[config.mk]
export PLATFORM = sky130hd
export DESIGN_NAME = mmio_req_decoder
export DESIGN_NICKNAME = d
export VERILOG_FILES = /design/src/hdl/mmio_pkg.sv /design/src/hdl/mmio_req_decoder.sv
export SDC_FILE = /design/constraint.sdc
export NUM_CORES = 1
export LEC_CHECK = 0
export BUFFER_PORTS_ARGS = -buffer_cell sky130_fd_sc_hd__buf_2
export CAP_MARGIN = 20
export CORE_AREA = 2 2 84 86
export CTS_BUF_LIST = sky130_fd_sc_hd__clkbuf_8
export DETAILED_ROUTE_END_ITERATION = 10
export DIE_AREA = 0 0 86 88
export HOLD_SLACK_MARGIN = 0.02
export PLACE_DENSITY = 0.75
export SLEW_MARGIN = 20
export SYNTH_ARGS = -nofsm -noshare
export SYNTH_HDL_FRONTEND = slang
export SYNTH_SLANG_ARGS = --single-unit
[constraint.sdc]
create_clock -name clk -period 0.8 [get_ports clk]
set_clock_uncertainty 0.1 [all_clocks]
set_input_delay 0.24 -clock clk [delete_from_list [all_inputs] [get_ports clk]]
set_output_delay 0.24 -clock clk [all_outputs]
set_load 0.01 [all_outputs]
[src/hdl/mmio_pkg.sv]
// Shared sizes, address layout and request opcodes for the MMIO host channel.
// Every design file refers to these by scoped name, so the package must be
// compiled before any module that uses it.

package mmio_pkg;

    // Number of register banks behind the decoder
    localparam int NUM_BANKS = 4;

    // Number of 64-bit registers in each bank
    localparam int REGS_PER_BANK = 8;

    // Read tags available to the host, which is also the depth of each bank FIFO
    localparam int MAX_OUTSTANDING = 16;

    // Width of a read tag
    localparam int TAG_BITS = 4;

    // Width of the byte address coming from the host
    localparam int ADDR_BITS = 10;

    // Register and payload width
    localparam int DATA_BITS = 64;

    // Completion header fields echoed from the request
    localparam int REQ_ID_BITS = 16;
    localparam int TC_BITS = 3;

    // Byte count is 4 or 8, so the length in dwords is 1 or 2
    localparam int BCOUNT_BITS = 4;
    localparam int LENGTH_BITS = BCOUNT_BITS - 2;

    // Completions carry the low 7 bits of the request address
    localparam int LOWER_ADDR_BITS = 7;

    // Derived index widths
    localparam int BANK_BITS = $clog2(NUM_BANKS);
    localparam int REG_BITS = $clog2(REGS_PER_BANK);

    // Address layout: bits 9:8 pick the bank, bits 5:3 the register
    // and bit 2 the 32-bit lane inside the register
    localparam int BANK_LSB = 8;
    localparam int REG_LSB = 3;
    localparam int LANE_BIT = 2;

    // Request opcode as driven by the host
    typedef enum logic
    {
        MMIO_OP_READ  = 1'b0,
        MMIO_OP_WRITE = 1'b1
    } mmio_op_t;

endpackage

[src/hdl/mmio_req_decoder.sv]
// Host request decoder. Registers each request strobe once and splits the
// address into bank select, register index and lane. Read details go to
// the completion generator so the completion can be built later.

`timescale 1ns/1ns

module mmio_req_decoder
(
    input  logic clk,
    input  logic reset_n,

    // Host requests, always accepted
    input  logic req_valid,
    input  mmio_pkg::mmio_op_t req_op,
    input  logic [mmio_pkg::TAG_BITS-1:0] req_tag,
    input  logic [mmio_pkg::ADDR_BITS-1:0] req_addr,
    input  logic [mmio_pkg::BCOUNT_BITS-1:0] req_byte_count,
    input  logic [mmio_pkg::REQ_ID_BITS-1:0] req_requester_id,
    input  logic [mmio_pkg::TC_BITS-1:0] req_tc,
    input  logic [mmio_pkg::DATA_BITS-1:0] req_wdata,

    // Shared request bus to every bank
    output logic bank_valid,
    output logic [mmio_pkg::NUM_BANKS-1:0] bank_sel,
    output mmio_pkg::mmio_op_t bank_op,
    output logic [mmio_pkg::REG_BITS-1:0] bank_reg,
    output logic bank_lane,
    output logic [mmio_pkg::TAG_BITS-1:0] bank_tag,
    output logic [mmio_pkg::DATA_BITS-1:0] bank_wdata,

    // Read details for the outstanding-read table
    output logic meta_wen,
    output logic [mmio_pkg::TAG_BITS-1:0] meta_tag,
    output logic [mmio_pkg::BCOUNT_BITS-1:0] meta_byte_count,
    output logic [mmio_pkg::REQ_ID_BITS-1:0] meta_requester_id,
    output logic [mmio_pkg::TC_BITS-1:0] meta_tc,
    output logic [mmio_pkg::LOWER_ADDR_BITS-1:0] meta_lower_addr
);

    logic [mmio_pkg::NUM_BANKS-1:0] sel_next;

    // One-hot bank select from the upper address bits
    always_comb
    begin
        sel_next = '0;
        sel_next[req_addr[mmio_pkg::BANK_LSB +: mmio_pkg::BANK_BITS]] = 1'b1;
    end

    always_ff @(posedge clk)
    begin
        // Payload fields follow the request every cycle and are only
        // looked at when the matching valid is high
        bank_valid <= req_valid;
        bank_sel <= sel_next;
        bank_op <= req_op;
        bank_reg <= req_addr[mmio_pkg::REG_LSB +: mmio_pkg::REG_BITS];
        bank_lane <= req_addr[mmio_pkg::LANE_BIT];
        bank_tag <= req_tag;
        bank_wdata <= req_wdata;

        // Only reads need a completion, so only reads fill the table
        meta_wen <= req_valid && (req_op == mmio_pkg::MMIO_OP_READ);
        meta_tag <= req_tag;
        meta_byte_count <= req_byte_count;
        meta_requester_id <= req_requester_id;
        meta_tc <= req_tc;
        meta_lower_addr <= req_addr[mmio_pkg::LOWER_ADDR_BITS-1:0];

        if (!reset_n)
        begin
            bank_valid <= 1'b0;
            meta_wen <= 1'b0;
        end
    end

endmodule

**Yosys cells after proc, flatten, opt, wreduce, memory -nomap -nowiden**

Cells that the tools add are included.

- Word-level logic and storage cells: 19
- Output and inout port bits: 113
- Flip-flop bits (word level): 109
- Input port bits: 105

- $lt $le $gt $ge: 2
- Muxes and demuxes: 2
- Bitwise gates (word level): 1
- Reduce and logical (&&, ||, !) cells: 2

Operators with widths:

| kind | number |
|---|---|
| $lt A2 B3 Y1 const B | 1 |
| $demux W1 S2 | 1 |
| $ge A2 B1 Y1 const B | 1 |
| $logic_and A1 B1 Y1 | 2 |
| $mux W1 | 1 |
| $not A1 Y1 | 1 |

**Longest topological paths before layout**

- Word-level depth: 4
- Mapped depth: 1
- Mapped depth without buffers: 1

**Worst setup path before layout**

No wires, ideal clock.

- Path kind: register to output
- From: register meta_lower_addr[2] (netlist name)
- To: output meta_lower_addr[2] (netlist name)
- Cell stages (with the launch flop): 2
- Data arrival time: 0.485 ns
- Setup slack: -0.025 ns
- Required time: 0.460 ns
- Path buffers: 1
- Cells stage by stage: dfxtp_1 > buf_4

RTL lines:

| what | line | source |
|---|---|---|
| start: declaration | mmio_req_decoder.sv:37 | `output logic [mmio_pkg::LOWER_ADDR_BITS-1:0] meta_lower_addr` |
| start signal: assignment | mmio_req_decoder.sv:67 | `meta_lower_addr <= req_addr[mmio_pkg::LOWER_ADDR_BITS-1:0];` |

No word-level cell between the ends.

==> impl_metrics.yaml <==
synthesis:
  synthFlopType: "dfxtp_1"
  synth_edf_count: 0
  ys_seq_area_share_pct: 95.40
  synth_area_um2: 2203
  synth_fp_nets: 224
  ys_warn_count: 0
  ys_async_sr_fraction_pct: 0
  synth.most_common_cell: "dfxtp_1"
  yosys-top-cells-count: "105 x dfxtp_1, 8 x buf_4"
  synth.distinct_cells: 8
  synth_area_per_cell_um2: 18.52
  yosysTopAreaCellShare_pct: 95.40
  syn_inst: 119
  ys_seq_elements: 105
  synth.area.top_cells: "dfxtp_1 95%, buf_4 2.7%, and2b_2 0.40%"
  synth_area_leader_cell: "dfxtp_1"
sta:
  setup_viol: 113
  hold_slack_ns: -0.03181
  fin_crit_ns: 1.163
  tightestPinTransition_ns: 0.1087
  rsz0062_at_grt: "yes"
  fin_crit_sh_pct: 145.4
  hold_viol: 2
  slew_viol_final: 0
  relSlewSlack_pct: 92.73
  fin_ws_ns: -0.3634
  clock.fmax_mhz: 859.6
layout:
  stdcell_count: 522
  largestRegisters: "bank_wdata: 64 flops, meta_requester_id: 16 flops, meta_lower_addr: 5 flops"
  regMostFlops: "bank_wdata"
  n_antenna_cell: 0
  final_nets: 542
  area_delta_synth_final_pct: 123.9
  largest_register_ffs: 64
  postLayoutCoreUtil_pct: 74.24
  drive_gt1_share_pct: 64.48
floorplanning:
  floorplan.die_area_um2: 7568
  start_util_pct: 33.16
  die_h_um: 88
  core-area_um2: 6644
  ios: 218
  fp.dieW_um: 86
  core.rowCount: 30
critical_path:
  slowest_stage: "dfxtp_2"
  required_ns: 0.46
  crit_family: "flip-flops"
  path_buf_inv: 1
  endpoint_kind: "primary output"
  max_stage_delay_ns: 0.34
  worstPathCellList: "buf_2"
  crit_type: "register to primary output"
  crit_arrival_ns: 0.82
  path_max_fanout: 2
  startpoint_type: "register"
power_and_ir_drop:
  intPower_w: 0.007722
  clkPwrFrac_pct: 30.5
  finalPower_w: 0.009992
  p_leak_nw: 2.396
  power_frac_comb_pct: 13.0
  power.share.switching_pct: 22.71
  cellPowerDensity_nw_per_um2: 2026
  seq_power_share_pct: 56.5
  p_sw_w: 0.002270
  peakVddDrop_uv: 1271
grt:
  grt_use_total_pct: 18.94
  grt_pass1_wl_um: 10690
  grt_max_degree: 18
  antenna_found_initial: 0
  first_global_vias: 2307
  grt_overflow: 0
placement:
  port-buffer-count: 216
  gp_congestion: 0.6710
  dpl.hpwl_um: 4235
  dp_cells: 407
  pre_cts_ws_ns: -0.001001
clock_network:
  clockBufferDepth: 2
  cts_tree: "built"
  hold_buffers: 99
  clock-sinks: 105
  cts_buffers: 9
  path_clk_slew_ns: 0.10
  postCtsSetupRepairBufs: 0
  h-tree-depth: 3
  ctsRootBufferMaster: "clkbuf_8"
worst_hold_path:
  min_path_type: "primary input to register"
drt:
  wl_per_cell_um: 15.27
  route.detailed.drc: 0
  wirelength_um: 7970
  viasPerCell: 4.000
  vias: 2088
  ant_nets: 0
  dr.pass1.iters: 4
  drtIter0Drc: 29
run_status:
  failed_checks: "hold timing, setup timing"
  status: "finished, violations left"
run:
  drv_cap: 0
==> layer usage <==
layer	global-route usage, %	vias up	share of wire, %
met5	0	-	0
met4	9.668	0	3.4
met3	7.163	26	9.5
met2	37.28	135	57
met1	16.46	936	30
li1	-	991	-
==> through the flow <==
stage | TNS, ns | area [µm²]
floorplan | 0 | 2213
detailed placement | -0.001001 | 3334
CTS | -39.38 | 4684
global route | -42.31 | 4932
finish | -37.16 | 4932
global placement | 0 | 3334
==> path summary, 6_finish.rpt <==
check | start | endpoint | cells after the start
max | bank_reg[1]$_DFF_P_ | meta_lower_addr[4] | 1
min | req_addr[8] | bank_sel[0]$_DFF_P_ | 2
==> layout by cell type (no fill, tap or decap), drive strengths merged <==
cell type      n
and2           2
and2b          1
and3b          1
buf          216
clkbuf        11
clkinvlp       1
dfxtp        105
dlygate4sd3   99
inv            4
nor2           1
nor2b          1
==> layout make-up <==
type | count | area (µm²)
clock inverter | 5 | 37.54
sequential | 105 | 2167
timing repair buffer | 315 | 2435
multi-input combinational | 6 | 41.29
fill | 429 | 1712
clock buffer | 11 | 151.4
tap | 80 | 100.1
==> what timing repair did <==
| action | CTS | global route |
|---|---|---|
| setup endpoints to repair | 113 | 113 |
| gates resized for setup | 36 | 66 |
| hold endpoints to repair | 103 | 3 |
==> power by group through the flow <==
stage / Combinational [W] / Clock, W / Sequential, W
2_1_floorplan: 0.0000513 / 0 / 0.00586
5_1_grt: 0.00138 / 0.00341 / 0.00567
6_report: 0.00130 / 0.00305 / 0.00565
3_5_place_dp: 0.000719 / 0 / 0.00570
3_3_place_gp: 0.000707 / 0 / 0.00569
4_1_cts: 0.00117 / 0.00314 / 0.00560
==> kinds of logic after synthesis <==
group	Yosys count	share of synthesized area (%)
flops	105	95.40
buf+inv	8	2.726
simple gates	6	1.874
(Power assumes the default switching activity.)
