File: src/hdl/mmio_pkg.sv
// Shared sizes, address layout and request opcodes for the MMIO host channel.
// Every design file refers to these by scoped name, so the package must be
// compiled before any module that uses it.

package mmio_pkg;

    // Number of register banks behind the decoder
    localparam int NUM_BANKS = 4;

    // Number of 64-bit registers in each bank
    localparam int REGS_PER_BANK = 8;

    // Read tags available to the host, which is also the depth of each bank FIFO
    localparam int MAX_OUTSTANDING = 16;

    // Width of a read tag
    localparam int TAG_BITS = 4;

    // Width of the byte address coming from the host
    localparam int ADDR_BITS = 10;

    // Register and payload width
    localparam int DATA_BITS = 64;

    // Completion header fields echoed from the request
    localparam int REQ_ID_BITS = 16;
    localparam int TC_BITS = 3;

    // Byte count is 4 or 8, so the length in dwords is 1 or 2
    localparam int BCOUNT_BITS = 4;
    localparam int LENGTH_BITS = BCOUNT_BITS - 2;

    // Completions carry the low 7 bits of the request address
    localparam int LOWER_ADDR_BITS = 7;

    // Derived index widths
    localparam int BANK_BITS = $clog2(NUM_BANKS);
    localparam int REG_BITS = $clog2(REGS_PER_BANK);

    // Address layout: bits 9:8 pick the bank, bits 5:3 the register
    // and bit 2 the 32-bit lane inside the register
    localparam int BANK_LSB = 8;
    localparam int REG_LSB = 3;
    localparam int LANE_BIT = 2;

    // Request opcode as driven by the host
    typedef enum logic
    {
        MMIO_OP_READ  = 1'b0,
        MMIO_OP_WRITE = 1'b1
    } mmio_op_t;

endpackage

File: src/hdl/mmio_csr_bank.sv
// One bank of eight 64-bit registers. Writes update a whole register and
// reads push tag and data into the bank's own response FIFO, which the
// response arbiter drains with a valid/ready handshake.

`timescale 1ns/1ns

module mmio_csr_bank
(
    input  logic clk,
    input  logic reset_n,

    // Request bus from the decoder, shared by all banks
    input  logic bank_valid,
    input  logic bank_sel,
    input  mmio_pkg::mmio_op_t bank_op,
    input  logic [mmio_pkg::REG_BITS-1:0] bank_reg,
    input  logic bank_lane,
    input  logic [mmio_pkg::TAG_BITS-1:0] bank_tag,
    input  logic [mmio_pkg::DATA_BITS-1:0] bank_wdata,

    // Response FIFO head toward the arbiter
    input  logic rsp_ready,
    output logic rsp_valid,
    output logic [mmio_pkg::TAG_BITS-1:0] rsp_tag,
    output logic [mmio_pkg::DATA_BITS-1:0] rsp_data
);

    logic [mmio_pkg::DATA_BITS-1:0] regs [mmio_pkg::REGS_PER_BANK];

    // FIFO depth equals the tag space, so the pointers are tag wide
    logic [mmio_pkg::TAG_BITS-1:0] fifo_tag [mmio_pkg::MAX_OUTSTANDING];
    logic [mmio_pkg::DATA_BITS-1:0] fifo_data [mmio_pkg::MAX_OUTSTANDING];
    logic [mmio_pkg::TAG_BITS-1:0] wr_ptr;
    logic [mmio_pkg::TAG_BITS-1:0] rd_ptr;
    logic [mmio_pkg::TAG_BITS:0] count;

    logic wr_en;
    logic push;
    logic pop;
    logic [mmio_pkg::DATA_BITS-1:0] rd_reg;
    logic [mmio_pkg::DATA_BITS-1:0] rd_data;

    assign wr_en = bank_valid && bank_sel && (bank_op == mmio_pkg::MMIO_OP_WRITE);
    assign push = bank_valid && bank_sel && (bank_op == mmio_pkg::MMIO_OP_READ);
    assign pop = rsp_valid && rsp_ready;

    // Lane 1 returns the upper half in the low bits with the top zeroed
    assign rd_reg = regs[bank_reg];
    assign rd_data = bank_lane ?
        {{(mmio_pkg::DATA_BITS/2){1'b0}},
         rd_reg[mmio_pkg::DATA_BITS-1:mmio_pkg::DATA_BITS/2]} :
        rd_reg;

    // Register file, cleared by reset as the host expects zeros after reset
    always_ff @(posedge clk)
    begin
        if (wr_en)
        begin
            regs[bank_reg] <= bank_wdata;
        end

        if (!reset_n)
        begin
            regs <= '{default: '0};
        end
    end

    // FIFO storage needs no reset since count guards every read
    always_ff @(posedge clk)
    begin
        if (push)
        begin
            fifo_tag[wr_ptr] <= bank_tag;
            fifo_data[wr_ptr] <= rd_data;
        end
    end

    always_ff @(posedge clk)
    begin
        if (push)
        begin
            wr_ptr <= wr_ptr + 1;
        end
        if (pop)
        begin
            rd_ptr <= rd_ptr + 1;
        end

        // At most MAX_OUTSTANDING reads exist, so a push never finds it full
        case ({push, pop})
            2'b10: count <= count + 1;
            2'b01: count <= count - 1;
            default: count <= count;
        endcase

        if (!reset_n)
        begin
            wr_ptr <= '0;
            rd_ptr <= '0;
            count <= '0;
        end
    end

    assign rsp_valid = (count != '0);
    assign rsp_tag = fifo_tag[rd_ptr];
    assign rsp_data = fifo_data[rd_ptr];

endmodule

File: config.mk
export PLATFORM = sky130hd
export DESIGN_NAME = mmio_csr_bank
export DESIGN_NICKNAME = d
export VERILOG_FILES = /design/src/hdl/mmio_pkg.sv /design/src/hdl/mmio_csr_bank.sv
export SDC_FILE = /design/constraint.sdc
export NUM_CORES = 2
export LEC_CHECK = 0
export ABC_AREA = 1
export BUFFER_PORTS_ARGS = -buffer_cell sky130_fd_sc_hd__clkbuf_2
export CAP_MARGIN = 20
export CORE_ASPECT_RATIO = 0.9
export CORE_MARGIN = 2
export CORE_UTILIZATION = 30
export CTS_BUF_LIST = sky130_fd_sc_hd__clkbuf_8
export DETAILED_ROUTE_END_ITERATION = 6
export PLACE_DENSITY = 0.47
export SYNTH_ARGS = -nofsm -noshare
export SYNTH_HDL_FRONTEND = slang
export SYNTH_SLANG_ARGS = --single-unit
File: constraint.sdc
create_clock -name clk -period 6.5 [get_ports clk]
set_input_delay 1.3 -clock clk [delete_from_list [all_inputs] [get_ports clk]]
set_output_delay 1.3 -clock clk [all_outputs]
set_load 0.01 [all_outputs]
=== Word level (Yosys, flattened, before mapping) ===
Memories as Yosys holds them, arrays and structs flattened. A register that Yosys moved wholly into a read port is not among the register bits.
Index checks and enable logic that the tools add are counted.

* Memory bits (writable): 1,088
* Word-level logic and storage cells: 44
* Memories: 2
* Input port bits: 78
* Register bits after elaboration: 525
* Memory bits (read-only): 0
* Latch bits: 0
* Output and inout port bits: 69

{| class="wikitable"
|+ Memories
! memory !! depth !! width !! rd ports !! clocked after Yosys merged registers in !! write ports !! RTL line !! RTL
|-
| fifo_data || 16 || 64 || 1 || 1 || 1 || mmio_csr_bank.sv:32 || <nowiki>logic [mmio_pkg::DATA_BITS-1:0] fifo_data [mmio_pkg::MAX_OUTSTANDING];</nowiki>
|-
| fifo_tag || 16 || 4 || 1 || 1 || 1 || mmio_csr_bank.sv:31 || <nowiki>logic [mmio_pkg::TAG_BITS-1:0] fifo_tag [mmio_pkg::MAX_OUTSTANDING];</nowiki>
|}

* Shift operators: 0
* Bitwise logic cells: 2
* Magnitude comparators: 2
* $add $sub $neg: 4
* Mux-type cells: 14
* Div/mod/pow operators: 0
* Reductions and logical operators: 7
* Eq/ne operators: 2
* Multiply operators: 0

{| class="wikitable"
|+ Operators with widths
! operator !! count
|-
| $bwmux 512 || 1
|-
| $mux 64 || 4
|-
| $bmux 64 s3 || 1
|-
| $demux 64 s3 || 1
|-
| $mux 4 || 4
|-
| $pmux 5 s2 || 1
|-
| $add 4x1->4 const B || 2
|-
| $add 5x1->5 const B || 1
|-
| $logic_and 1x1->1 || 5
|-
| $reduce_bool 5->1 || 1
|-
| $sub 5x1->5 const B || 1
|-
| $ge 4x4->1 const B || 1
|-
| $lt 4x1->1 const B || 1
|-
| $not 3->4 || 1
|-
| $eq 2x1->1 const B || 1
|-
| $eq 2x2->1 const B || 1
|-
| $mux 1 || 2
|-
| $reduce_bool 2->1 || 1
|-
| $not 1->1 || 1
|}

=== Logic depth before layout (Yosys ltp) ===
* Depth after elaboration: 6
* Mapped depth: 16
* Gate-level depth less buffers: 15

=== Worst setup path before layout ===
OpenSTA, ideal clock, no wires.

* Path type: input to register
* Start point: input port bank_op
* End point: memory fifo_data[11][0] (netlist name) (enable)
* Required time: 6.006 ns
* Buffers on the path: 0
* Slack: 1.364 ns
* Data arrival time: 4.642 ns
* Stages on the path: 5
* Setup time: 0.494 ns
* Path through: inv_1 nand3_1 nor2_1 nand2_1 nor2_1

* Cells in the longest elaborated chain, start to end: 4

{| class="wikitable"
|+ Ends and longest elaborated chain
! element !! RTL line !! RTL
|-
| from (decl) || mmio_csr_bank.sv:15 || <nowiki>input mmio_pkg::mmio_op_t bank_op,</nowiki>
|-
| $not 1->1 || mmio_csr_bank.sv:44 || <nowiki>assign push = bank_valid && bank_sel && (bank_op == mmio_pkg::MMIO_OP_READ);</nowiki>
|-
| $logic_and 1x1->1 || mmio_csr_bank.sv:44 ||
|-
| $mux 1 || mmio_csr_bank.sv:71 || <nowiki>if (push)</nowiki>
|-
| $mux 1 (not written as such) || mmio_csr_bank.sv:74 || <nowiki>fifo_data[wr_ptr] <= rd_data;</nowiki>
|-
| to (decl) || mmio_csr_bank.sv:32 ||
|}

Every way passes these cells.

==> results.toml <==
[timing]
period_needed_ns = 5.00
finalHoldViolations = 0
fin_tns_setup_ns = 0
setup_viol = 0
fin_ws_ns = 1.50
slew_viol_final = 0
fmax_mhz = 200
rsz0062_at_grt = "false"
period_share = 0.769
max_slew.worst_pin.slew_ns = 1.28
fin_worst_skew_ns = 0.0949
maxSlewHeadroom = 0.136

[die]
fp.dieH_um = 448
core-area_sq_um = 217000
start_util = 0.302
die_w_um = 497
rows = 162
io_pins = 147
dieArea_sq_um = 223000

[detailed_routing]
wl_per_cell_um = 24.0
dr.pass1.iters = 5
drc_errors = 0
wirelength_mm = 224
ant_nets = 0
first_iter_violations = 4507
vias = 47000
avgViaCountPerCell = 5.04

[cts]
cts.path.max_buffers = 4
path_clk_slew_ns = 0.06
cts_made_buffers = 293
cts_resized = 0
hold_buffers = 0
cts_setup_buffers = 0
cts_max_level = 5
cts_tree = "yes"
clock-root-buffer = "clkbuf_8"
clock_sinks = 1617
clock_latency_ns = 1.03

[power]
p_leak_nw = 27.4
finalPower_w = 0.0239
peakVddDrop_mv = 0.230
powerDensity_nw_per_um2 = 319

[finish]
area_delta_synth_final_pct = 13.9
final_cell_area_sq_um = 74800
drive_gt1_frac = 0.107
fill_cells = 21700
final_cells = 9329
regArea_sq_um = 43300
final_nets = 6340
multi_input_area_sq_um = 19000

[yosys]
synth.most_common_cell = "edfxtp_1"
syn_inst = 6157
ys_types = 42
async_flop_share = 0
yosys-top-cells-area = "edfxtp_1 (50%), dfxtp_1 (16%), o21ai_0 (6.7%)"
yosysSeqAreaShare = 0.659
synthFlopType = "edfxtp_1"
ys_warn_count = 0
synth_area_sq_um = 65700
synth_edf_count = 1088
synth.avg_cell_area_sq_um = 10.7
yosysTopAreaCell = "edfxtp_1"
yosysTopAreaCellShare = 0.498
synth_nets = 6242
ys_seq_elements = 1617
synth_common_cells = "edfxtp_1 (1088), nor2_1 (1023), o21ai_0 (877)"

[placement]
portBuffers = 146
pre_cts_slack_ns = 1.62
dp.cells = 8829
dp_hpwl_mm = 120
placed_area_sq_um = 69600
gp_congestion = 0.824

[critical_path]
cp_cell_sequence = "buf_4 > a21oi_1 > o21ai_0 > o21ai_0 > o211ai_1 > nand2_1 > clkbuf_2"
arrival_ns = 3.70
critPathKind = "register to primary output"
start_kind = "register"
path_max_fanout = 66
max_stage_delay_ns = 0.90
cpMaxStageDelayCell = "dfxtp_4"
path_common_cell = "o21ai_0"
endpoint_kind = "primary output"
critPathRequiredTime_ns = 5.20

[global_route]
grt_pass1_wl_mm = 322
grt_pass1_vias = 45500
grt_util_all_layers = 0.197
grt_antenna_before_repair = 20
grt.overflow.total = 0
grt_max_degree = 207

[run]
maxCapViolations = 0

[run_status]
status = "finished clean"

[worst_hold_path]
hold_path_class = "register to register"
-- placed cells by master, fill, tap and decap left out, types with 17 or more instances in the layout --
| cell type | instances |
|---|---|
| buf_4 | 108 |
| nand2_1 | 518 |
| o211ai_1 | 273 |
| o21ai_0 | 872 |
| nor2_4 | 24 |
| a22o_1 | 21 |
| a21oi_1 | 397 |
| a22oi_1 | 40 |
| edfxtp_1 | 1088 |
| o21ai_1 | 17 |
| nand4_1 | 29 |
| clkbuf_2 | 144 |
| dfxtp_1 | 525 |
| buf_12 | 29 |
| a211oi_1 | 20 |
| mux2i_1 | 272 |
| clkinv_1 | 42 |
| inv_1 | 498 |
| clkbuf_8 | 326 |
| nand3_1 | 94 |
| nor2_1 | 1003 |
-- per-stage QoR --
stage | hold WS (ns) | util
floorplan | 0.425 | -
global placement | 0.437 | 0.320
detailed placement | 0.442 | 0.321
CTS | 0.451 | 0.344
global route | 0.471 | 0.344
finish | 0.454 | 0.345
-- registers in the layout, indices dropped and copies added (netlist names), named ones only --
register   cells
fifo_tag      64
regs         512
fifo_data   1024
rd_ptr         4
count          5
wr_ptr         4
-- final cells by class --
class,instances,share of cell area
multi-input combinational,3637,0.254
clock buffer,326,0.0600
timing repair buffer,285,0.0288
sequential,1617,0.579
inverter,421,0.0214
clock inverter,158,0.00900
antenna,15,0.000502
tap,2870,0.0480
-- worst paths after layout --
| kind | startpoint | end | slack (ns) | cells after the start |
|---|---|---|---|---|
| setup / recovery | register | rsp_data[12] | 1.50 | 7 |
| hold / removal | regs[136] | regs[136] | 0.45 | 2 |
| setup reg to reg | wr_ptr[1] | fifo_data[9][25] | 3.90 | 6 |
| hold reg to reg | regs[136] | regs[136] | 0.45 | 2 |
-- cell families after synthesis --
family	Yosys count	synth area share
mux	272	0.0415
fa+ha+maj	7	0.00133
compound gates	1666	0.142
flops	1617	0.659
buf+inv	903	0.0548
simple gates	1684	0.100
xor+xnor	8	0.00107
-- power breakdown --
group	internal (W)	switching, W
combinational	0.00128	0.00268
sequential	0.0110	0.000122
clock	0.00462	0.00418
-- layer usage --
metal / routed length [um] / part of all wire / vias up / GRT usage
li1: - / - / 21700 / -
met1: 99300 / 0.44 / 23300 / 0.263
met2: 102000 / 0.46 / 1611 / 0.315
met3: 15300 / 0.068 / 418 / 0.0406
met4: 7080 / 0.032 / 10 / 0.0695
met5: 58 / 0.00026 / - / 0
-- critical path: cells and delay by family, from the launching register on --
kind / cells / cell delay, ns
compound gates: 4 / 0.61
simple gates: 1 / 0.17
buf+inv: 2 / 0.91
flops: 1 / 0.90
(Power assumes the default switching activity.)
