`src/hdl/mmio_pkg.sv`:
```
// Shared sizes, address layout and request opcodes for the MMIO host channel.
// Every design file refers to these by scoped name, so the package must be
// compiled before any module that uses it.

package mmio_pkg;

    // Number of register banks behind the decoder
    localparam int NUM_BANKS = 4;

    // Number of 64-bit registers in each bank
    localparam int REGS_PER_BANK = 8;

    // Read tags available to the host, which is also the depth of each bank FIFO
    localparam int MAX_OUTSTANDING = 16;

    // Width of a read tag
    localparam int TAG_BITS = 4;

    // Width of the byte address coming from the host
    localparam int ADDR_BITS = 10;

    // Register and payload width
    localparam int DATA_BITS = 64;

    // Completion header fields echoed from the request
    localparam int REQ_ID_BITS = 16;
    localparam int TC_BITS = 3;

    // Byte count is 4 or 8, so the length in dwords is 1 or 2
    localparam int BCOUNT_BITS = 4;
    localparam int LENGTH_BITS = BCOUNT_BITS - 2;

    // Completions carry the low 7 bits of the request address
    localparam int LOWER_ADDR_BITS = 7;

    // Derived index widths
    localparam int BANK_BITS = $clog2(NUM_BANKS);
    localparam int REG_BITS = $clog2(REGS_PER_BANK);

    // Address layout: bits 9:8 pick the bank, bits 5:3 the register
    // and bit 2 the 32-bit lane inside the register
    localparam int BANK_LSB = 8;
    localparam int REG_LSB = 3;
    localparam int LANE_BIT = 2;

    // Request opcode as driven by the host
    typedef enum logic
    {
        MMIO_OP_READ  = 1'b0,
        MMIO_OP_WRITE = 1'b1
    } mmio_op_t;

endpackage

```
`src/hdl/mmio_rsp_arbiter.sv`:
```
// Round-robin arbiter over the bank response FIFO heads. The search starts
// at the bank after the last grant, the winner is passed on combinationally
// and only the winning bank sees ready.

`timescale 1ns/1ns

module mmio_rsp_arbiter
(
    input  logic clk,
    input  logic reset_n,

    // FIFO heads of all banks
    input  logic [mmio_pkg::NUM_BANKS-1:0] rsp_valid,
    input  logic [mmio_pkg::NUM_BANKS-1:0][mmio_pkg::TAG_BITS-1:0] rsp_tag,
    input  logic [mmio_pkg::NUM_BANKS-1:0][mmio_pkg::DATA_BITS-1:0] rsp_data,
    output logic [mmio_pkg::NUM_BANKS-1:0] rsp_ready,

    // Selected response toward the completion generator
    input  logic afu_ready,
    output logic afu_valid,
    output logic [mmio_pkg::TAG_BITS-1:0] afu_tag,
    output logic [mmio_pkg::DATA_BITS-1:0] afu_data
);

    logic [mmio_pkg::BANK_BITS-1:0] last_grant;
    logic [mmio_pkg::BANK_BITS-1:0] grant;
    logic found;

    // Walk the banks once, beginning right after the previous winner.
    // The last step lands on the previous winner itself
    always_comb
    begin
        logic [mmio_pkg::BANK_BITS:0] i;
        logic [mmio_pkg::BANK_BITS-1:0] cand;

        found = 1'b0;
        grant = last_grant;
        for (i = 1; i <= mmio_pkg::NUM_BANKS; i++)
        begin
            cand = last_grant + i[mmio_pkg::BANK_BITS-1:0];
            if (!found && rsp_valid[cand])
            begin
                found = 1'b1;
                grant = cand;
            end
        end
    end

    assign afu_valid = found;
    assign afu_tag = rsp_tag[grant];
    assign afu_data = rsp_data[grant];

    // Ready goes back to the granted bank only
    always_comb
    begin
        rsp_ready = '0;
        rsp_ready[grant] = found && afu_ready;
    end

    // The pointer moves only when a response is actually taken
    always_ff @(posedge clk)
    begin
        if (afu_valid && afu_ready)
        begin
            last_grant <= grant;
        end

        // Starting at the top makes bank 0 the first candidate
        if (!reset_n)
        begin
            last_grant <= '1;
        end
    end

endmodule

```
`config.mk`:
```
export PLATFORM = sky130hd
export DESIGN_NAME = mmio_rsp_arbiter
export DESIGN_NICKNAME = d
export VERILOG_FILES = /design/src/hdl/mmio_pkg.sv /design/src/hdl/mmio_rsp_arbiter.sv
export SDC_FILE = /design/constraint.sdc
export NUM_CORES = 1
export LEC_CHECK = 0
export ABC_AREA = 1
export BUFFER_PORTS_ARGS = -buffer_cell sky130_fd_sc_hd__buf_2
export CAP_MARGIN = 20
export CORE_AREA = 5 5 135 137
export CTS_CLUSTER_SIZE = 10
export DETAILED_ROUTE_END_ITERATION = 6
export DIE_AREA = 0 0 140 142
export GPL_TIMING_DRIVEN = 0
export SLEW_MARGIN = 20
export SYNTH_ARGS = -nofsm -noshare
export SYNTH_HDL_FRONTEND = slang
export SYNTH_SLANG_ARGS = --single-unit
```
`constraint.sdc`:
```
create_clock -name clk -period 1.8 [get_ports clk]
set_clock_uncertainty 0.15 [all_clocks]
set_input_delay 0 -clock clk [delete_from_list [all_inputs] [get_ports clk]]
set_output_delay 0 -clock clk [all_outputs]
set_load 0.02 [all_outputs]
```
## After elaboration in Yosys (flattened, before gate mapping)

Index checks and enable logic that the tools add are counted.

- Register bits after elaboration: 2
- Output and inout port bits: 73

- Bitwise logic cells: 1
- Multiplexer cells: 22
- Order comparisons: 6
- $add $sub $neg: 3
- Reductions and logical operators: 8

Operator list:

| operator | count |
|---|---|
| 64-bit binary-select mux with 2-bit select | 1 |
| 64-bit 2-to-1 mux | 1 |
| 2-bit by 3-bit < comparator with 1-bit output, second input constant | 5 |
| 1-bit 2-to-1 mux | 9 |
| 1-bit binary-select mux with 2-bit select | 4 |
| 4-bit binary-select mux with 2-bit select | 1 |
| 2-bit 2-to-1 mux | 4 |
| 1-bit logical AND | 5 |
| 2-bit adder, second input constant | 2 |
| 4-bit AND | 1 |
| 4-bit 2-to-1 mux | 1 |
| 1-bit zero test | 3 |
| 2-bit by 1-bit adder with 2-bit output, second input constant | 1 |
| 1-bit demux with 2-bit select | 1 |
| 2-bit by 1-bit >= comparator with 1-bit output, second input constant | 1 |

## Logic depth before layout (Yosys ltp)

- Depth after elaboration: 18
- Mapped depth: 15

## Least setup slack after synthesis

No wires, ideal clock.

- Kind: register to output
- From: reg last_grant[1] in the netlist's numbering
- To: out rsp_ready[0] in the netlist's numbering
- Cell stages (with the launch flop): 13
- Data arrival time: 1.700 ns
- Required time: 1.650 ns
- Path slack: -0.050 ns
- Path through: dfxtp_1 > buf_4 > inv_2 > nand2_1 > nand2_2 > nand2_2 > nand2_4 > nor2_4 > nand3_1 > buf_2 > buf_2 > nand3_1 > nor2_1

- Longest elaborated chain between the ends: 18

Ends and longest elaborated chain:

| item | line | text |
|---|---|---|
| from (decl) | mmio_rsp_arbiter.sv:25 | `logic [mmio_pkg::BANK_BITS-1:0] last_grant;` |
| from (signal assigned) | mmio_rsp_arbiter.sv:65 | `last_grant <= grant;` |
| 2-bit by 1-bit adder with 2-bit output | mmio_rsp_arbiter.sv:40 | `cand = last_grant + i[mmio_pkg::BANK_BITS-1:0];` |
| 1-bit binary-select mux with 2-bit select | mmio_rsp_arbiter.sv:41 | `if (!found && rsp_valid[cand])` |
| 1-bit 2-to-1 mux (not written as such) | mmio_rsp_arbiter.sv:41 |  |
| 1-bit 2-to-1 mux | mmio_rsp_arbiter.sv:41 |  |
| 1-bit zero test | mmio_rsp_arbiter.sv:41 |  |
| 1-bit logical AND | mmio_rsp_arbiter.sv:41 |  |
| 1-bit 2-to-1 mux | mmio_rsp_arbiter.sv:41 |  |
| 1-bit zero test | mmio_rsp_arbiter.sv:41 |  |
| [... 2 more ...] | - |  |
| 1-bit zero test | mmio_rsp_arbiter.sv:41 |  |
| 1-bit logical AND | mmio_rsp_arbiter.sv:41 |  |
| 2-bit 2-to-1 mux | mmio_rsp_arbiter.sv:41 |  |
| 2-bit by 3-bit < comparator with 1-bit output (not written as such) or 2-bit by 1-bit >= comparator with 1-bit output (tied branches) | mmio_rsp_arbiter.sv:57 | `rsp_ready[grant] = found && afu_ready;` |
| 1-bit logical AND | mmio_rsp_arbiter.sv:57 |  |
| 1-bit 2-to-1 mux (not written as such) | mmio_rsp_arbiter.sv:57 |  |
| 1-bit demux with 2-bit select | mmio_rsp_arbiter.sv:57 |  |
| 4-bit AND (no line) (*) | - |  |
| to (decl) | mmio_rsp_arbiter.sv:16 | `output logic [mmio_pkg::NUM_BANKS-1:0] rsp_ready,` |

Mark *: on every way between the ends. The rest lies on a longest branch, timed or not. The select of a mux whose other input is x is not followed.

## Worst setup path in the final report

- From: reg last_grant[0] in the netlist's numbering
- To: out afu_data[7] in the netlist's numbering

- Longest elaborated chain between the ends: 15

Ends and longest elaborated chain:

| item | line | text |
|---|---|---|
| 2-bit by 1-bit adder with 2-bit output | mmio_rsp_arbiter.sv:40 |  |
| 1-bit binary-select mux with 2-bit select | mmio_rsp_arbiter.sv:41 |  |
| 1-bit 2-to-1 mux (not written as such) | mmio_rsp_arbiter.sv:41 |  |
| 1-bit 2-to-1 mux | mmio_rsp_arbiter.sv:41 |  |
| 1-bit zero test | mmio_rsp_arbiter.sv:41 |  |
| 1-bit logical AND | mmio_rsp_arbiter.sv:41 |  |
| 1-bit 2-to-1 mux | mmio_rsp_arbiter.sv:41 |  |
| 1-bit zero test | mmio_rsp_arbiter.sv:41 |  |
| 1-bit logical AND | mmio_rsp_arbiter.sv:41 |  |
| 1-bit 2-to-1 mux | mmio_rsp_arbiter.sv:41 |  |
| 1-bit zero test | mmio_rsp_arbiter.sv:41 |  |
| 1-bit logical AND | mmio_rsp_arbiter.sv:41 |  |
| 2-bit 2-to-1 mux (*) | mmio_rsp_arbiter.sv:41 |  |
| 64-bit binary-select mux with 2-bit select (*) | mmio_rsp_arbiter.sv:51 | `assign afu_data = rsp_data[grant];` |
| 64-bit 2-to-1 mux (not written as such) (*) | mmio_rsp_arbiter.sv:51 |  |
| to (decl) | mmio_rsp_arbiter.sv:22 | `output logic [mmio_pkg::DATA_BITS-1:0] afu_data` |

Marked as above.

==> results.sh <==
export IMPL_htree_num_levels=1
export IMPL_fmax_mhz=426
export IMPL_cts_sinks=2
export IMPL_regMostFlops="last_grant"
export IMPL_largest_reg_flops=2
export IMPL_slowest_stage="dfxtp_4"
export IMPL_antenna_found_initial=0
export IMPL_p_leak_uw=0.00492
export IMPL_power_density_nw_per_um2=2920
export IMPL_dp_cells=1413
export IMPL_synth_top_area_share_pct=44.8
export IMPL_drc_errors=0
export IMPL_syn_inst=837
export IMPL_critPathMaxFanout=8
export IMPL_syn_nets=1116
export IMPL_die_w_um=140
export IMPL_antenna_left=0
export IMPL_grt_use_total_pct=21.0
export IMPL_clk_root_buffer_cell="clkbuf_16"
export IMPL_worst_setup_path_end_kind="output pin"
export IMPL_cts_tree="done"
export IMPL_grt_pass1_vias=6312
export IMPL_die_height_um=142
export IMPL_hp_class="in2out"
export IMPL_nets=1511
export IMPL_gp_congestion=0.909
export IMPL_die_area_um2=19900
export IMPL_crit_path_cell_trace="inv_8 > nand2_1 > nand2_4 > nand2_4 > nand2_8 > inv_4 > nand3_4 > buf_6 > nand3_4 > nand2_8 > clkbuf_16 > nand2_1 > nand2_1 > buf_6"
export IMPL_ys_ff_latch=2
export IMPL_start_util_pct=23.3
export IMPL_rsz0062_at_grt="true"
export IMPL_dp_hpwl_um=18100
export IMPL_finish_utilization_pct=46.8
export IMPL_port_buffers=351
export IMPL_critical_path_class="reg2out"
export IMPL_drt_iter0_drc=396
export IMPL_fin_cells=1455
export IMPL_grt_max_degree=11
export IMPL_cp_data_arrival_time_ps=2200
export IMPL_cts_reportedPaths_clkPinSlew_ps=30
export IMPL_setup_slack_ps=-547
export IMPL_maxSlewHeadroom_pct=85.6
export IMPL_timing_critical_path_mode_cell="nand2_1"
export IMPL_rows=48
export IMPL_synth_edf_count=0
export IMPL_vias_per_cell=4.84
export IMPL_io_pins=352
export IMPL_yosys_most_used_dff="dfxtp_1"
export IMPL_drv_slew=0
export IMPL_synth_area_leader_cell="nand3_1"
export IMPL_reg_top3="last_grant: 2 flops"
export IMPL_synth_area_um2=3940
export IMPL_fillers=1773
export IMPL_dp_slack_ps=-584
export IMPL_ys_async_sr_fraction_pct=0
export IMPL_finalCriticalPeriod_ps=2350
export IMPL_diodes=0
export IMPL_synth_area_top_cells="nand3_1 (45%), nand2_1 (23%), inv_1 (13%)"
export IMPL_hold_violations=0
export IMPL_seq_area_frac_synth_pct=1.02
export IMPL_period_share_pct=130
export IMPL_yosys_warnings=0
export IMPL_routedWlPerCell_um=17.3
export IMPL_cts_made_buffers=3
export IMPL_drt_wl_total_um=25200
export IMPL_avgSynthCellArea_um2=4.71
export IMPL_gr_total_overflow=0
export IMPL_maxCapViolCount=0
export IMPL_tns_ps=-36480
export IMPL_crit_required_ps=1650
export IMPL_setup_viol_count_final=75
export IMPL_fp_coreArea_um2=16900
export IMPL_critPathLaunchType="flop"
export IMPL_slowest_delay_ps=390
export IMPL_grt_pass1_wl_um=33900
export IMPL_violations="setup timing"
export IMPL_clock_path_buffers=2
export IMPL_status="finished with violations"
export IMPL_dr_total_vias=7045
export IMPL_drive_above_1_share_pct=45.2
export IMPL_clk_latency_ps=230
export IMPL_worst_pin_slew_ps=214
export IMPL_dr_pass1_iters=7
export IMPL_yosysUniqueCellTypes=18
export IMPL_syn_to_final_growth_pct=101
export IMPL_ir_drop_mv=1.22
==> metal layers <==
| metal | routed length (µm) | GRT usage [%] | vias up |
|---|---|---|---|
| met5 | 0 | 0 | - |
| met4 | 320 | 3.11 | 0 |
| met3 | 1670 | 2.49 | 28 |
| met2 | 12900 | 37.3 | 319 |
| met1 | 10300 | 27.9 | 3230 |
| li1 | - | - | 3468 |
==> repair_timing <==
item,CTS,global route
setup endpoints to repair,74,74
pin swaps,3,27
hold endpoints to repair,2,0
hold buffers,2,0
buffers inserted,5,14
cloned,1,17
resized for setup,107,249
==> cell usage in the layout, fill, tap and decap left out <==
cell type,netlist,routed
dfxtp_4,0,1
nand3_4,1,6
buf_2,39,298
inv_1,141,140
dlygate4sd3_1,0,2
o21ai_1,0,1
inv_4,0,1
bufbuf_16,0,1
inv_2,3,1
nand3b_1,1,1
nand3_1,353,328
nand2_2,8,35
nand2_8,0,7
buf_8,0,28
nand2_4,1,10
nor2_2,0,2
dfxtp_2,0,1
buf_12,0,15
o21ai_0,2,1
nand3_2,0,20
nand2_1,240,198
nor2_1,5,2
buf_4,19,34
nand4_4,0,1
a21oi_1,1,1
o21bai_4,0,1
nor2_4,1,2
clkbuf_16,0,18
inv_8,0,2
buf_6,18,72
==> cells in the mapped netlist (2+ instances only) <==
cell / count
nand2_2: 8
dfxtp_1: 2
nand2_1: 240
inv_2: 3
buf_4: 19
o21ai_0: 2
buf_2: 39
nand3_1: 353
nor2_1: 5
buf_6: 18
inv_1: 141
==> cells by family (layout without fill, tap and decap cells) <==
logic type	after synthesis	count (layout)	share of synthesized area [%]
AND/OR/NAND/NOR	611	612	71.0
buffers and inverters	220	612	27.4
AO/OA/AOI/OAI	4	4	0.572
flip-flops	2	2	1.02
==> report_power, final <==
| part | switching [µW] | internal (µW) | total (µW) |
|---|---|---|---|
| sequential | 22.2 | 65.7 | 87.9 |
| clock | 62.9 | 284 | 347 |
| combinational | 12400 | 10400 | 22700 |
==> worst paths after layout <==
path,from,cells past startpoint,slack (ps),to
min,rsp_data[248],6,250,afu_data[56]
min reg2reg,last_grant[1]$_SDFFE_PN1P_,3,450,last_grant[1]$_SDFFE_PN1P_
max reg2reg,last_grant[0]$_SDFFE_PN1P_,13,-120,last_grant[1]$_SDFFE_PN1P_
max,last_grant[0]$_SDFFE_PN1P_,14,-550,afu_data[7]
==> stage by stage <==
step	total power, µW	area (µm²)	hold WS [ps]
2_1_floorplan	10500	3940	-65.9
3_3_place_gp	15500	5980	58.7
3_5_place_dp	15600	5980	55.9
4_1_cts	17800	6500	270
5_1_grt	24600	7930	291
6_report	23200	7930	254
==> final cells by class <==
cell class                      instances  area (µm²)  share of cell area [%]
Timing Repair Buffer                  389        2680                    33.8
Multi-Input combinational cell        616        3270                    41.2
Clock buffer                            3        75.1                   0.946
Buffer                                 76        1020                    12.9
Sequential cell                         2        45.0                   0.568
Tap cell                              225         282                    3.55
Inverter                              144         558                    7.03
==> critical path: cells and delay by family (launching register included) <==
kind	cells	cell delay [ps]
buffers and inverters	5	630
AND/OR/NAND/NOR	9	940
flip-flops	1	390
No activity file was read; power rests on OpenSTA's default activity.
