$ cat src/hdl/mmio_pkg.sv
// Shared sizes, address layout and request opcodes for the MMIO host channel.
// Every design file refers to these by scoped name, so the package must be
// compiled before any module that uses it.

package mmio_pkg;

    // Number of register banks behind the decoder
    localparam int NUM_BANKS = 4;

    // Number of 64-bit registers in each bank
    localparam int REGS_PER_BANK = 8;

    // Read tags available to the host, which is also the depth of each bank FIFO
    localparam int MAX_OUTSTANDING = 16;

    // Width of a read tag
    localparam int TAG_BITS = 4;

    // Width of the byte address coming from the host
    localparam int ADDR_BITS = 10;

    // Register and payload width
    localparam int DATA_BITS = 64;

    // Completion header fields echoed from the request
    localparam int REQ_ID_BITS = 16;
    localparam int TC_BITS = 3;

    // Byte count is 4 or 8, so the length in dwords is 1 or 2
    localparam int BCOUNT_BITS = 4;
    localparam int LENGTH_BITS = BCOUNT_BITS - 2;

    // Completions carry the low 7 bits of the request address
    localparam int LOWER_ADDR_BITS = 7;

    // Derived index widths
    localparam int BANK_BITS = $clog2(NUM_BANKS);
    localparam int REG_BITS = $clog2(REGS_PER_BANK);

    // Address layout: bits 9:8 pick the bank, bits 5:3 the register
    // and bit 2 the 32-bit lane inside the register
    localparam int BANK_LSB = 8;
    localparam int REG_LSB = 3;
    localparam int LANE_BIT = 2;

    // Request opcode as driven by the host
    typedef enum logic
    {
        MMIO_OP_READ  = 1'b0,
        MMIO_OP_WRITE = 1'b1
    } mmio_op_t;

endpackage

$ cat src/hdl/mmio_cpl_gen.sv
// Completion generator. Keeps the details of each outstanding read by tag,
// joins them with the bank response and drives completions with data out of
// an output register under a valid/ready handshake.

`timescale 1ns/1ns

module mmio_cpl_gen
(
    input  logic clk,
    input  logic reset_n,

    // Read details written by the decoder
    input  logic meta_wen,
    input  logic [mmio_pkg::TAG_BITS-1:0] meta_tag,
    input  logic [mmio_pkg::BCOUNT_BITS-1:0] meta_byte_count,
    input  logic [mmio_pkg::REQ_ID_BITS-1:0] meta_requester_id,
    input  logic [mmio_pkg::TC_BITS-1:0] meta_tc,
    input  logic [mmio_pkg::LOWER_ADDR_BITS-1:0] meta_lower_addr,

    // Responses from the arbiter
    input  logic afu_valid,
    input  logic [mmio_pkg::TAG_BITS-1:0] afu_tag,
    input  logic [mmio_pkg::DATA_BITS-1:0] afu_data,
    output logic afu_ready,

    // Completion with data
    input  logic cpl_ready,
    output logic cpl_valid,
    output logic [mmio_pkg::TAG_BITS-1:0] cpl_tag,
    output logic [mmio_pkg::LENGTH_BITS-1:0] cpl_length,
    output logic [mmio_pkg::BCOUNT_BITS-1:0] cpl_byte_count,
    output logic [mmio_pkg::REQ_ID_BITS-1:0] cpl_requester_id,
    output logic [mmio_pkg::TC_BITS-1:0] cpl_tc,
    output logic [mmio_pkg::LOWER_ADDR_BITS-1:0] cpl_lower_addr,
    output logic [mmio_pkg::DATA_BITS-1:0] cpl_data
);

    // Outstanding-read table, one entry per tag
    logic [mmio_pkg::BCOUNT_BITS-1:0] tbl_byte_count [mmio_pkg::MAX_OUTSTANDING];
    logic [mmio_pkg::REQ_ID_BITS-1:0] tbl_requester_id [mmio_pkg::MAX_OUTSTANDING];
    logic [mmio_pkg::TC_BITS-1:0] tbl_tc [mmio_pkg::MAX_OUTSTANDING];
    logic [mmio_pkg::LOWER_ADDR_BITS-1:0] tbl_lower_addr [mmio_pkg::MAX_OUTSTANDING];

    // Two-entry FIFO holding the joined response and details
    logic [mmio_pkg::TAG_BITS-1:0] fifo_tag [2];
    logic [mmio_pkg::DATA_BITS-1:0] fifo_data [2];
    logic [mmio_pkg::BCOUNT_BITS-1:0] fifo_byte_count [2];
    logic [mmio_pkg::REQ_ID_BITS-1:0] fifo_requester_id [2];
    logic [mmio_pkg::TC_BITS-1:0] fifo_tc [2];
    logic [mmio_pkg::LOWER_ADDR_BITS-1:0] fifo_lower_addr [2];
    logic wr_ptr;
    logic rd_ptr;
    logic [1:0] fifo_count;

    logic push;
    logic deq;
    logic not_empty;
    logic out_free;

    // The table entry is always written before the response can arrive
    always_ff @(posedge clk)
    begin
        if (meta_wen)
        begin
            tbl_byte_count[meta_tag] <= meta_byte_count;
            tbl_requester_id[meta_tag] <= meta_requester_id;
            tbl_tc[meta_tag] <= meta_tc;
            tbl_lower_addr[meta_tag] <= meta_lower_addr;
        end
    end

    // Back-pressure to the arbiter is simply FIFO not full
    assign afu_ready = (fifo_count != 2'd2);
    assign push = afu_valid && afu_ready;
    assign not_empty = (fifo_count != 2'd0);

    // The output register can load when empty or when its data is taken
    assign out_free = cpl_ready || !cpl_valid;
    assign deq = not_empty && out_free;

    // Joined entry, looked up by the tag of the incoming response
    always_ff @(posedge clk)
    begin
        if (push)
        begin
            fifo_tag[wr_ptr] <= afu_tag;
            fifo_data[wr_ptr] <= afu_data;
            fifo_byte_count[wr_ptr] <= tbl_byte_count[afu_tag];
            fifo_requester_id[wr_ptr] <= tbl_requester_id[afu_tag];
            fifo_tc[wr_ptr] <= tbl_tc[afu_tag];
            fifo_lower_addr[wr_ptr] <= tbl_lower_addr[afu_tag];
        end
    end

    always_ff @(posedge clk)
    begin
        if (push)
        begin
            wr_ptr <= !wr_ptr;
        end
        if (deq)
        begin
            rd_ptr <= !rd_ptr;
        end

        case ({push, deq})
            2'b10: fifo_count <= fifo_count + 2'd1;
            2'b01: fifo_count <= fifo_count - 2'd1;
            default: fifo_count <= fifo_count;
        endcase

        if (!reset_n)
        begin
            wr_ptr <= 1'b0;
            rd_ptr <= 1'b0;
            fifo_count <= 2'd0;
        end
    end

    // Output register. Fields hold while a completion waits for cpl_ready
    always_ff @(posedge clk)
    begin
        if (out_free)
        begin
            cpl_valid <= not_empty;
            cpl_tag <= fifo_tag[rd_ptr];
            cpl_data <= fifo_data[rd_ptr];
            // Length in dwords is the byte count divided by four
            cpl_length <= fifo_byte_count[rd_ptr][mmio_pkg::BCOUNT_BITS-1:2];
            cpl_byte_count <= fifo_byte_count[rd_ptr];
            cpl_requester_id <= fifo_requester_id[rd_ptr];
            cpl_tc <= fifo_tc[rd_ptr];
            cpl_lower_addr <= fifo_lower_addr[rd_ptr];
        end

        if (!reset_n)
        begin
            cpl_valid <= 1'b0;
        end
    end

endmodule

$ cat config.mk
export PLATFORM = sky130hd
export DESIGN_NAME = mmio_cpl_gen
export DESIGN_NICKNAME = d
export VERILOG_FILES = /design/src/hdl/mmio_pkg.sv /design/src/hdl/mmio_cpl_gen.sv
export SDC_FILE = /design/constraint.sdc
export NUM_CORES = 1
export LEC_CHECK = 0
export BUFFER_PORTS_ARGS = -buffer_cell sky130_fd_sc_hd__buf_2
export CAP_MARGIN = 20
export CORE_MARGIN = 10
export CORE_UTILIZATION = 47
export CTS_BUF_LIST = sky130_fd_sc_hd__clkbuf_4 sky130_fd_sc_hd__clkbuf_8
export CTS_CLUSTER_SIZE = 20
export DETAILED_ROUTE_END_ITERATION = 8
export GPL_TIMING_DRIVEN = 1
export PLACE_DENSITY = 0.61
export SETUP_SLACK_MARGIN = 0.05
export SLEW_MARGIN = 40
export SYNTH_ARGS = -nofsm -noshare
export SYNTH_HDL_FRONTEND = slang
export SYNTH_SLANG_ARGS = --single-unit
$ cat constraint.sdc
create_clock -name clk -period 4.5 [get_ports clk]
set_input_delay 0.45 -clock clk [delete_from_list [all_inputs] [get_ports clk]]
set_output_delay 0.45 -clock clk [all_outputs]
set_load 0.02 [all_outputs]
# Word level (Yosys, flattened, before mapping)
# Memory sizes are Yosys's and may differ from the RTL's. A register that Yosys moved wholly into a read port is not among the register bits.
# Index checks and enable logic that the tools add are counted.
[totals]
ramBits = 676
elab_cells = 36
input_bits = 107
regBits = 11
memories = 10
out_inout_bits = 102
romBits = 0
latchBits = 0
[classes]
shifts = 0
multipliers = 0
n_reduce_logical = 8
n_mux = 7
div_mod_pow = 0
addsub = 2
n_lt_le_gt_ge = 0
n_eq_ne = 3
bitwise = 0
[memory_table]
columns = ["memory", "depth", "width", "read_ports", "rd_clocked_by_memory_dff", "write_ports", "line_no", "text"]
rows = [
  ["tbl_requester_id", 16, 16, 1, 0, 1, "mmio_cpl_gen.sv:40", "logic [mmio_pkg::REQ_ID_BITS-1:0] tbl_requester_id [mmio_pkg::MAX_OUTSTANDING];"],
  ["fifo_data", 2, 64, 1, 1, 1, "mmio_cpl_gen.sv:46", "logic [mmio_pkg::DATA_BITS-1:0] fifo_data [2];"],
  ["tbl_lower_addr", 16, 7, 1, 0, 1, "mmio_cpl_gen.sv:42", "logic [mmio_pkg::LOWER_ADDR_BITS-1:0] tbl_lower_addr [mmio_pkg::MAX_OUTSTANDING];"],
  ["tbl_byte_count", 16, 4, 1, 0, 1, "mmio_cpl_gen.sv:39", "logic [mmio_pkg::BCOUNT_BITS-1:0] tbl_byte_count [mmio_pkg::MAX_OUTSTANDING];"],
  ["tbl_tc", 16, 3, 1, 0, 1, "mmio_cpl_gen.sv:41", "logic [mmio_pkg::TC_BITS-1:0] tbl_tc [mmio_pkg::MAX_OUTSTANDING];"],
  ["fifo_requester_id", 2, 16, 1, 1, 1, "mmio_cpl_gen.sv:48", "logic [mmio_pkg::REQ_ID_BITS-1:0] fifo_requester_id [2];"],
  ["+4 memories", "n/a", "n/a", "n/a", "n/a", "n/a", "n/a", ""],
]
[op_table]
columns = ["operator", "count"]
rows = [
  ["$mux W1", 6],
  ["$pmux W2 S2", 1],
  ["$reduce_bool A2 Y1", 2],
  ["$logic_not A1 Y1", 3],
  ["$add A2 B1 Y2 const B", 1],
  ["$eq A2 B1 Y1 const B", 1],
  ["$eq A2 B2 Y1 const B", 1],
  ["$logic_and A1 B1 Y1", 2],
  ["$ne A2 B2 Y1 const B", 1],
  ["$sub A2 B1 Y2 const B", 1],
  ["$logic_or A1 B1 Y1", 1],
]

# Logic depth before layout (Yosys ltp)
[depth]
ltp_word = 5
ltp_mapped = 6

# Least setup slack after synthesis
# Ideal clock, no wire load.
[synth_timing]
path_type = "reg2reg"
startpoint = "reg fifo_count[0]"
endpoint = "mem fifo_byte_count[1][0] (netlist bit) (enable)"
path_stages_with_launch = 3
arrival_time_ns = 3.048
path_buffers = 0
setup_slack_ns = 0.983
t_required_ns = 4.031
path_cell_list = "dfxtp_1 -> nand2b_1 -> and3_1"
[synth_between]
elab_chain_len = 4
[synth_rtl]
columns = ["item", "line_no", "text"]
rows = [
  ["start, declared", "mmio_cpl_gen.sv:53", "logic [1:0] fifo_count;"],
  ["start signal, assigned", "mmio_cpl_gen.sv:107", "2'b10: fifo_count <= fifo_count + 2'd1;"],
  ["start signal, assigned", "mmio_cpl_gen.sv:108", "2'b01: fifo_count <= fifo_count - 2'd1;"],
  ["start signal, assigned", "mmio_cpl_gen.sv:109", "default: fifo_count <= fifo_count;"],
  ["$ne A2 B2 Y1", "mmio_cpl_gen.sv:73", "assign afu_ready = (fifo_count != 2'd2);"],
  ["via afu_ready", "mmio_cpl_gen.sv:24", "output logic afu_ready,"],
  ["$logic_and A1 B1 Y1", "mmio_cpl_gen.sv:74", "assign push = afu_valid && afu_ready;"],
  ["$mux W1", "mmio_cpl_gen.sv:84", "if (push)"],
  ["$mux W1 (implied by the code)", "mmio_cpl_gen.sv:88", "fifo_byte_count[wr_ptr] <= tbl_byte_count[afu_tag];"],
  ["end, declared", "mmio_cpl_gen.sv:47", "logic [mmio_pkg::BCOUNT_BITS-1:0] fifo_byte_count [2];"],
]
# The timed path passes the listed nets, and every way through them passes these cells.

# Worst setup path in the final report
[layout_timing]
startpoint = "reg fifo_count[0]"
endpoint = "mem fifo_data[0][58] (netlist bit) (enable)"
[layout_between]
elab_chain_len = 4
[layout_rtl]
columns = ["item", "line_no", "text"]
rows = [
  ["$ne A2 B2 Y1", "mmio_cpl_gen.sv:73", ""],
  ["$logic_and A1 B1 Y1", "mmio_cpl_gen.sv:74", ""],
  ["$mux W1", "mmio_cpl_gen.sv:84", ""],
  ["$mux W1 (implied by the code)", "mmio_cpl_gen.sv:87", "fifo_data[wr_ptr] <= afu_data;"],
  ["end, declared", "mmio_cpl_gen.sv:46", ""],
]
# Every way passes these cells.

==> results.sh <==
export IMPL_status="completed"
export IMPL_dr_pass1_iters=5
export IMPL_dp_hpwl_mm=33.7
export IMPL_grtUsageMet1_pct=23.3
export IMPL_whs_ns=0.112
export IMPL_synth_compound_area_share_pct=1.73
export IMPL_syn_avg_cell_area_um2=24.0
export IMPL_gr_usage_met3_pct=4.75
export IMPL_required_ns=4.85
export IMPL_crit_chain="nand2b_1 -> nand3b_1 -> inv_4 -> buf_12"
export IMPL_worstMarginPinSlew_ns=0.810
export IMPL_synth_nets=1298
export IMPL_yosysWarnings=0
export IMPL_grt_busiest_layer="met2"
export IMPL_num_rows=90
export IMPL_synth_area_mux_share_pct=14.0
export IMPL_critical_path_class="reg2reg"
export IMPL_cp_max_fo=50
export IMPL_ff_latch_area_mm2=0.0234
export IMPL_layout_nets=1691
export IMPL_synth_edff_count=774
export IMPL_die_h_um=267
export IMPL_synth_top_family_by_area="multiplexers"
export IMPL_fp_dieArea_mm2=0.0711
export IMPL_synth_cell_type_count=30
export IMPL_drt_iter0_drc=1065
export IMPL_synthCells=1190
export IMPL_wl_per_cell_um=24.6
export IMPL_clkSinkCount=780
export IMPL_antenna_found_initial=5
export IMPL_slowest_delay_ns=0.55
export IMPL_multi_input_area_mm2=0.00496
export IMPL_areaGrowthSynthToFinish_pct=19.5
export IMPL_yosysTopAreaCellShare_pct=81.3
export IMPL_nFillCells=4467
export IMPL_vias_per_cell=5.38
export IMPL_skew_ns=0.0362
export IMPL_initial_utilization_pct=47.5
export IMPL_yosys_area_share_simple_pct=1.05
export IMPL_cp_arrival_ns=2.55
export IMPL_tns_ns=0
export IMPL_synth_area_leaders="edfxtp_1 (81%), mux4_2 (5.2%), mux4_1 (5.0%), mux2_2 (3.9%), a22oi_1 (1.6%)"
export IMPL_layout_commonest_cell="edfxtp_1"
export IMPL_fmax_mhz=455
export IMPL_grt_use_met2_pct=27.1
export IMPL_async_flop_share_pct=0
export IMPL_numPortBuffers=208
export IMPL_cts_root_buf="clkbuf_8"
export IMPL_cts_resized=0
export IMPL_grt_pass1_wl_mm=91.2
export IMPL_postCtsSetupBuffers=0
export IMPL_hold_start="meta_lower_addr[0]"
export IMPL_period_share_pct=48.9
export IMPL_grt_pass1_vias=14500
export IMPL_clockBufferDepth=3
export IMPL_peakVddDrop_mv=0.261
export IMPL_period_minus_slack_ns=2.20
export IMPL_clock_latency_ns=0.72
export IMPL_num_vias=13300
export IMPL_die_x_um=267
export IMPL_drc=0
export IMPL_yosysSeqAreaShare_pct=81.7
export IMPL_core_area_mm2=0.0602
export IMPL_overflow=0
export IMPL_p_leak_uw=0.0117
export IMPL_ant_nets=0
export IMPL_synth_xor_area_share_pct=0.0613
export IMPL_rsz0062_at_grt="false"
export IMPL_grt_total_usage_pct=17.3
export IMPL_maxCapViolCount=0
export IMPL_grt_max_degree=123
export IMPL_setup_viol_count_final=0
export IMPL_crit_path_end_kind="flop"
export IMPL_routed_wl_mm=60.8
export IMPL_synthAdderAreaFrac_pct=0.0438
export IMPL_synth_top_area_cell="edfxtp_1"
export IMPL_syn_area_mm2=0.0286
export IMPL_cts_tree="yes"
export IMPL_gp_congestion=0.700
export IMPL_hold_class="in2reg"
export IMPL_clk_pin_slew_ns=0.06
export IMPL_cpMaxStageDelayCell="inv_4"
export IMPL_drive_gt1_share_pct=37.6
export IMPL_cts_made_buffers=121
export IMPL_final_cell_mix="edfxtp_1 (774), buf_2 (206), clkbuf_8 (123)"
export IMPL_io_pins=209
export IMPL_crit_start="fifo_count[0]"
export IMPL_startpoint_type="flop"
export IMPL_max_slew_margin_pct=45.7
export IMPL_p_per_area_mw_per_mm2=514
export IMPL_hold_viol=0
export IMPL_slew_violations=0
export IMPL_synth_seq_cells=780
export IMPL_htreeDepth=3
export IMPL_r2r_start="fifo_count[0]"
export IMPL_synth_ff_type="edfxtp_1"
-- final timing paths --
| check | end | slack, ns | cells after the start |
|---|---|---|---|
| max | fifo_data[0][58] | 2.30 | 4 |
| min | tbl_lower_addr[0][0] | 0.11 | 1 |
| max reg2reg | fifo_data[0][58] | 2.30 | 4 |
| min reg2reg | fifo_count[1] | 0.51 | 2 |
-- area by class of cell --
type / instances / area share [%]
diodes: 1 / 0.00732
clock buffers: 153 / 5.61
clock inverters: 75 / 1.76
inverters: 3 / 0.0549
multi-input cells: 356 / 14.5
flip-flops and latches: 780 / 68.4
well taps: 782 / 2.86
repair buffers: 321 / 6.85
-- cell families after synthesis --
group,count (synthesis)
AND/OR/NAND/NOR,67
XOR/XNOR,2
buffers and inverters,54
AO/OA/AOI/OAI,68
flip-flops,780
multiplexers,218
adder cells (fa/ha/maj),1
-- routing by layer --
layer | part of all wire [%] | vias to the layer above
met5 | 0.089 | -
met4 | 1.7 | 8
met3 | 7.2 | 98
met2 | 47 | 428
met1 | 44 | 6882
li1 | - | 5873
-- synth_stat cells (2+ instances only) --
cell and number:
buf_2 15, edfxtp_1 774, mux4_2 66, nand2b_1 3
dfxtp_1 6, buf_12 10, mux2_2 98, o21ai_0 2
buf_4 2, buf_1 7, nor3_1 4, mux4_1 54
nor2b_1 3, a21oi_1 5, inv_1 3, nand3b_1 3
or3_1 2, nor2_1 16, clkbuf_1 16, nand2_1 32
a22oi_1 60
-- worst max-delay path, delay by kind of cell (launching register included) --
| family | cells | cell delay [ns] |
|---|---|---|
| buffers and inverters | 2 | 0.96 |
| and+or+nand+nor | 2 | 0.40 |
| DFF | 1 | 0.39 |
-- per-stage QoR --
step | instance area [um^2] | setup WS, ns | utilization, % | power (uW) | instances
detailed placement | 31000 | 1.78 | 51.4 | 11700 | 2174
global placement | 30600 | 1.78 | 50.8 | 11600 | 2158
floorplan | 28600 | 0.983 | - | 10700 | 1190
finish | 34200 | 2.30 | 56.7 | 17600 | 2471
global route | 34200 | 2.17 | 56.7 | 18300 | 2470
CTS | 34200 | 2.25 | 56.7 | 17800 | 2469
-- repair_timing --
item | in CTS | in global routing
endpoints found under the setup margin | 0 | 0
hold endpoints to repair | 133 | 0
hold buffers | 67 | 0
-- where the power goes --
| part | switching [uW] | leakage [uW] | internal [uW] |
|---|---|---|---|
| registers | 214 | 0.00725 | 8890 |
| clock network | 2690 | 0.00133 | 3380 |
| logic | 1500 | 0.00313 | 909 |
-- registers in the layout, summed over array words and instances, names as in the netlist, 4 cells and up, named ones only --
signal and cells:
tbl_tc 48, tbl_requester_id 256, fifo_tc 6, fifo_data 128
cpl_requester_id 16, cpl_lower_addr 7, fifo_requester_id 32, cpl_tag 4
fifo_tag 8, fifo_byte_count 8, tbl_byte_count 64, fifo_lower_addr 14
tbl_lower_addr 112, cpl_data 64
No activity file was read; power rests on OpenSTA's default activity.
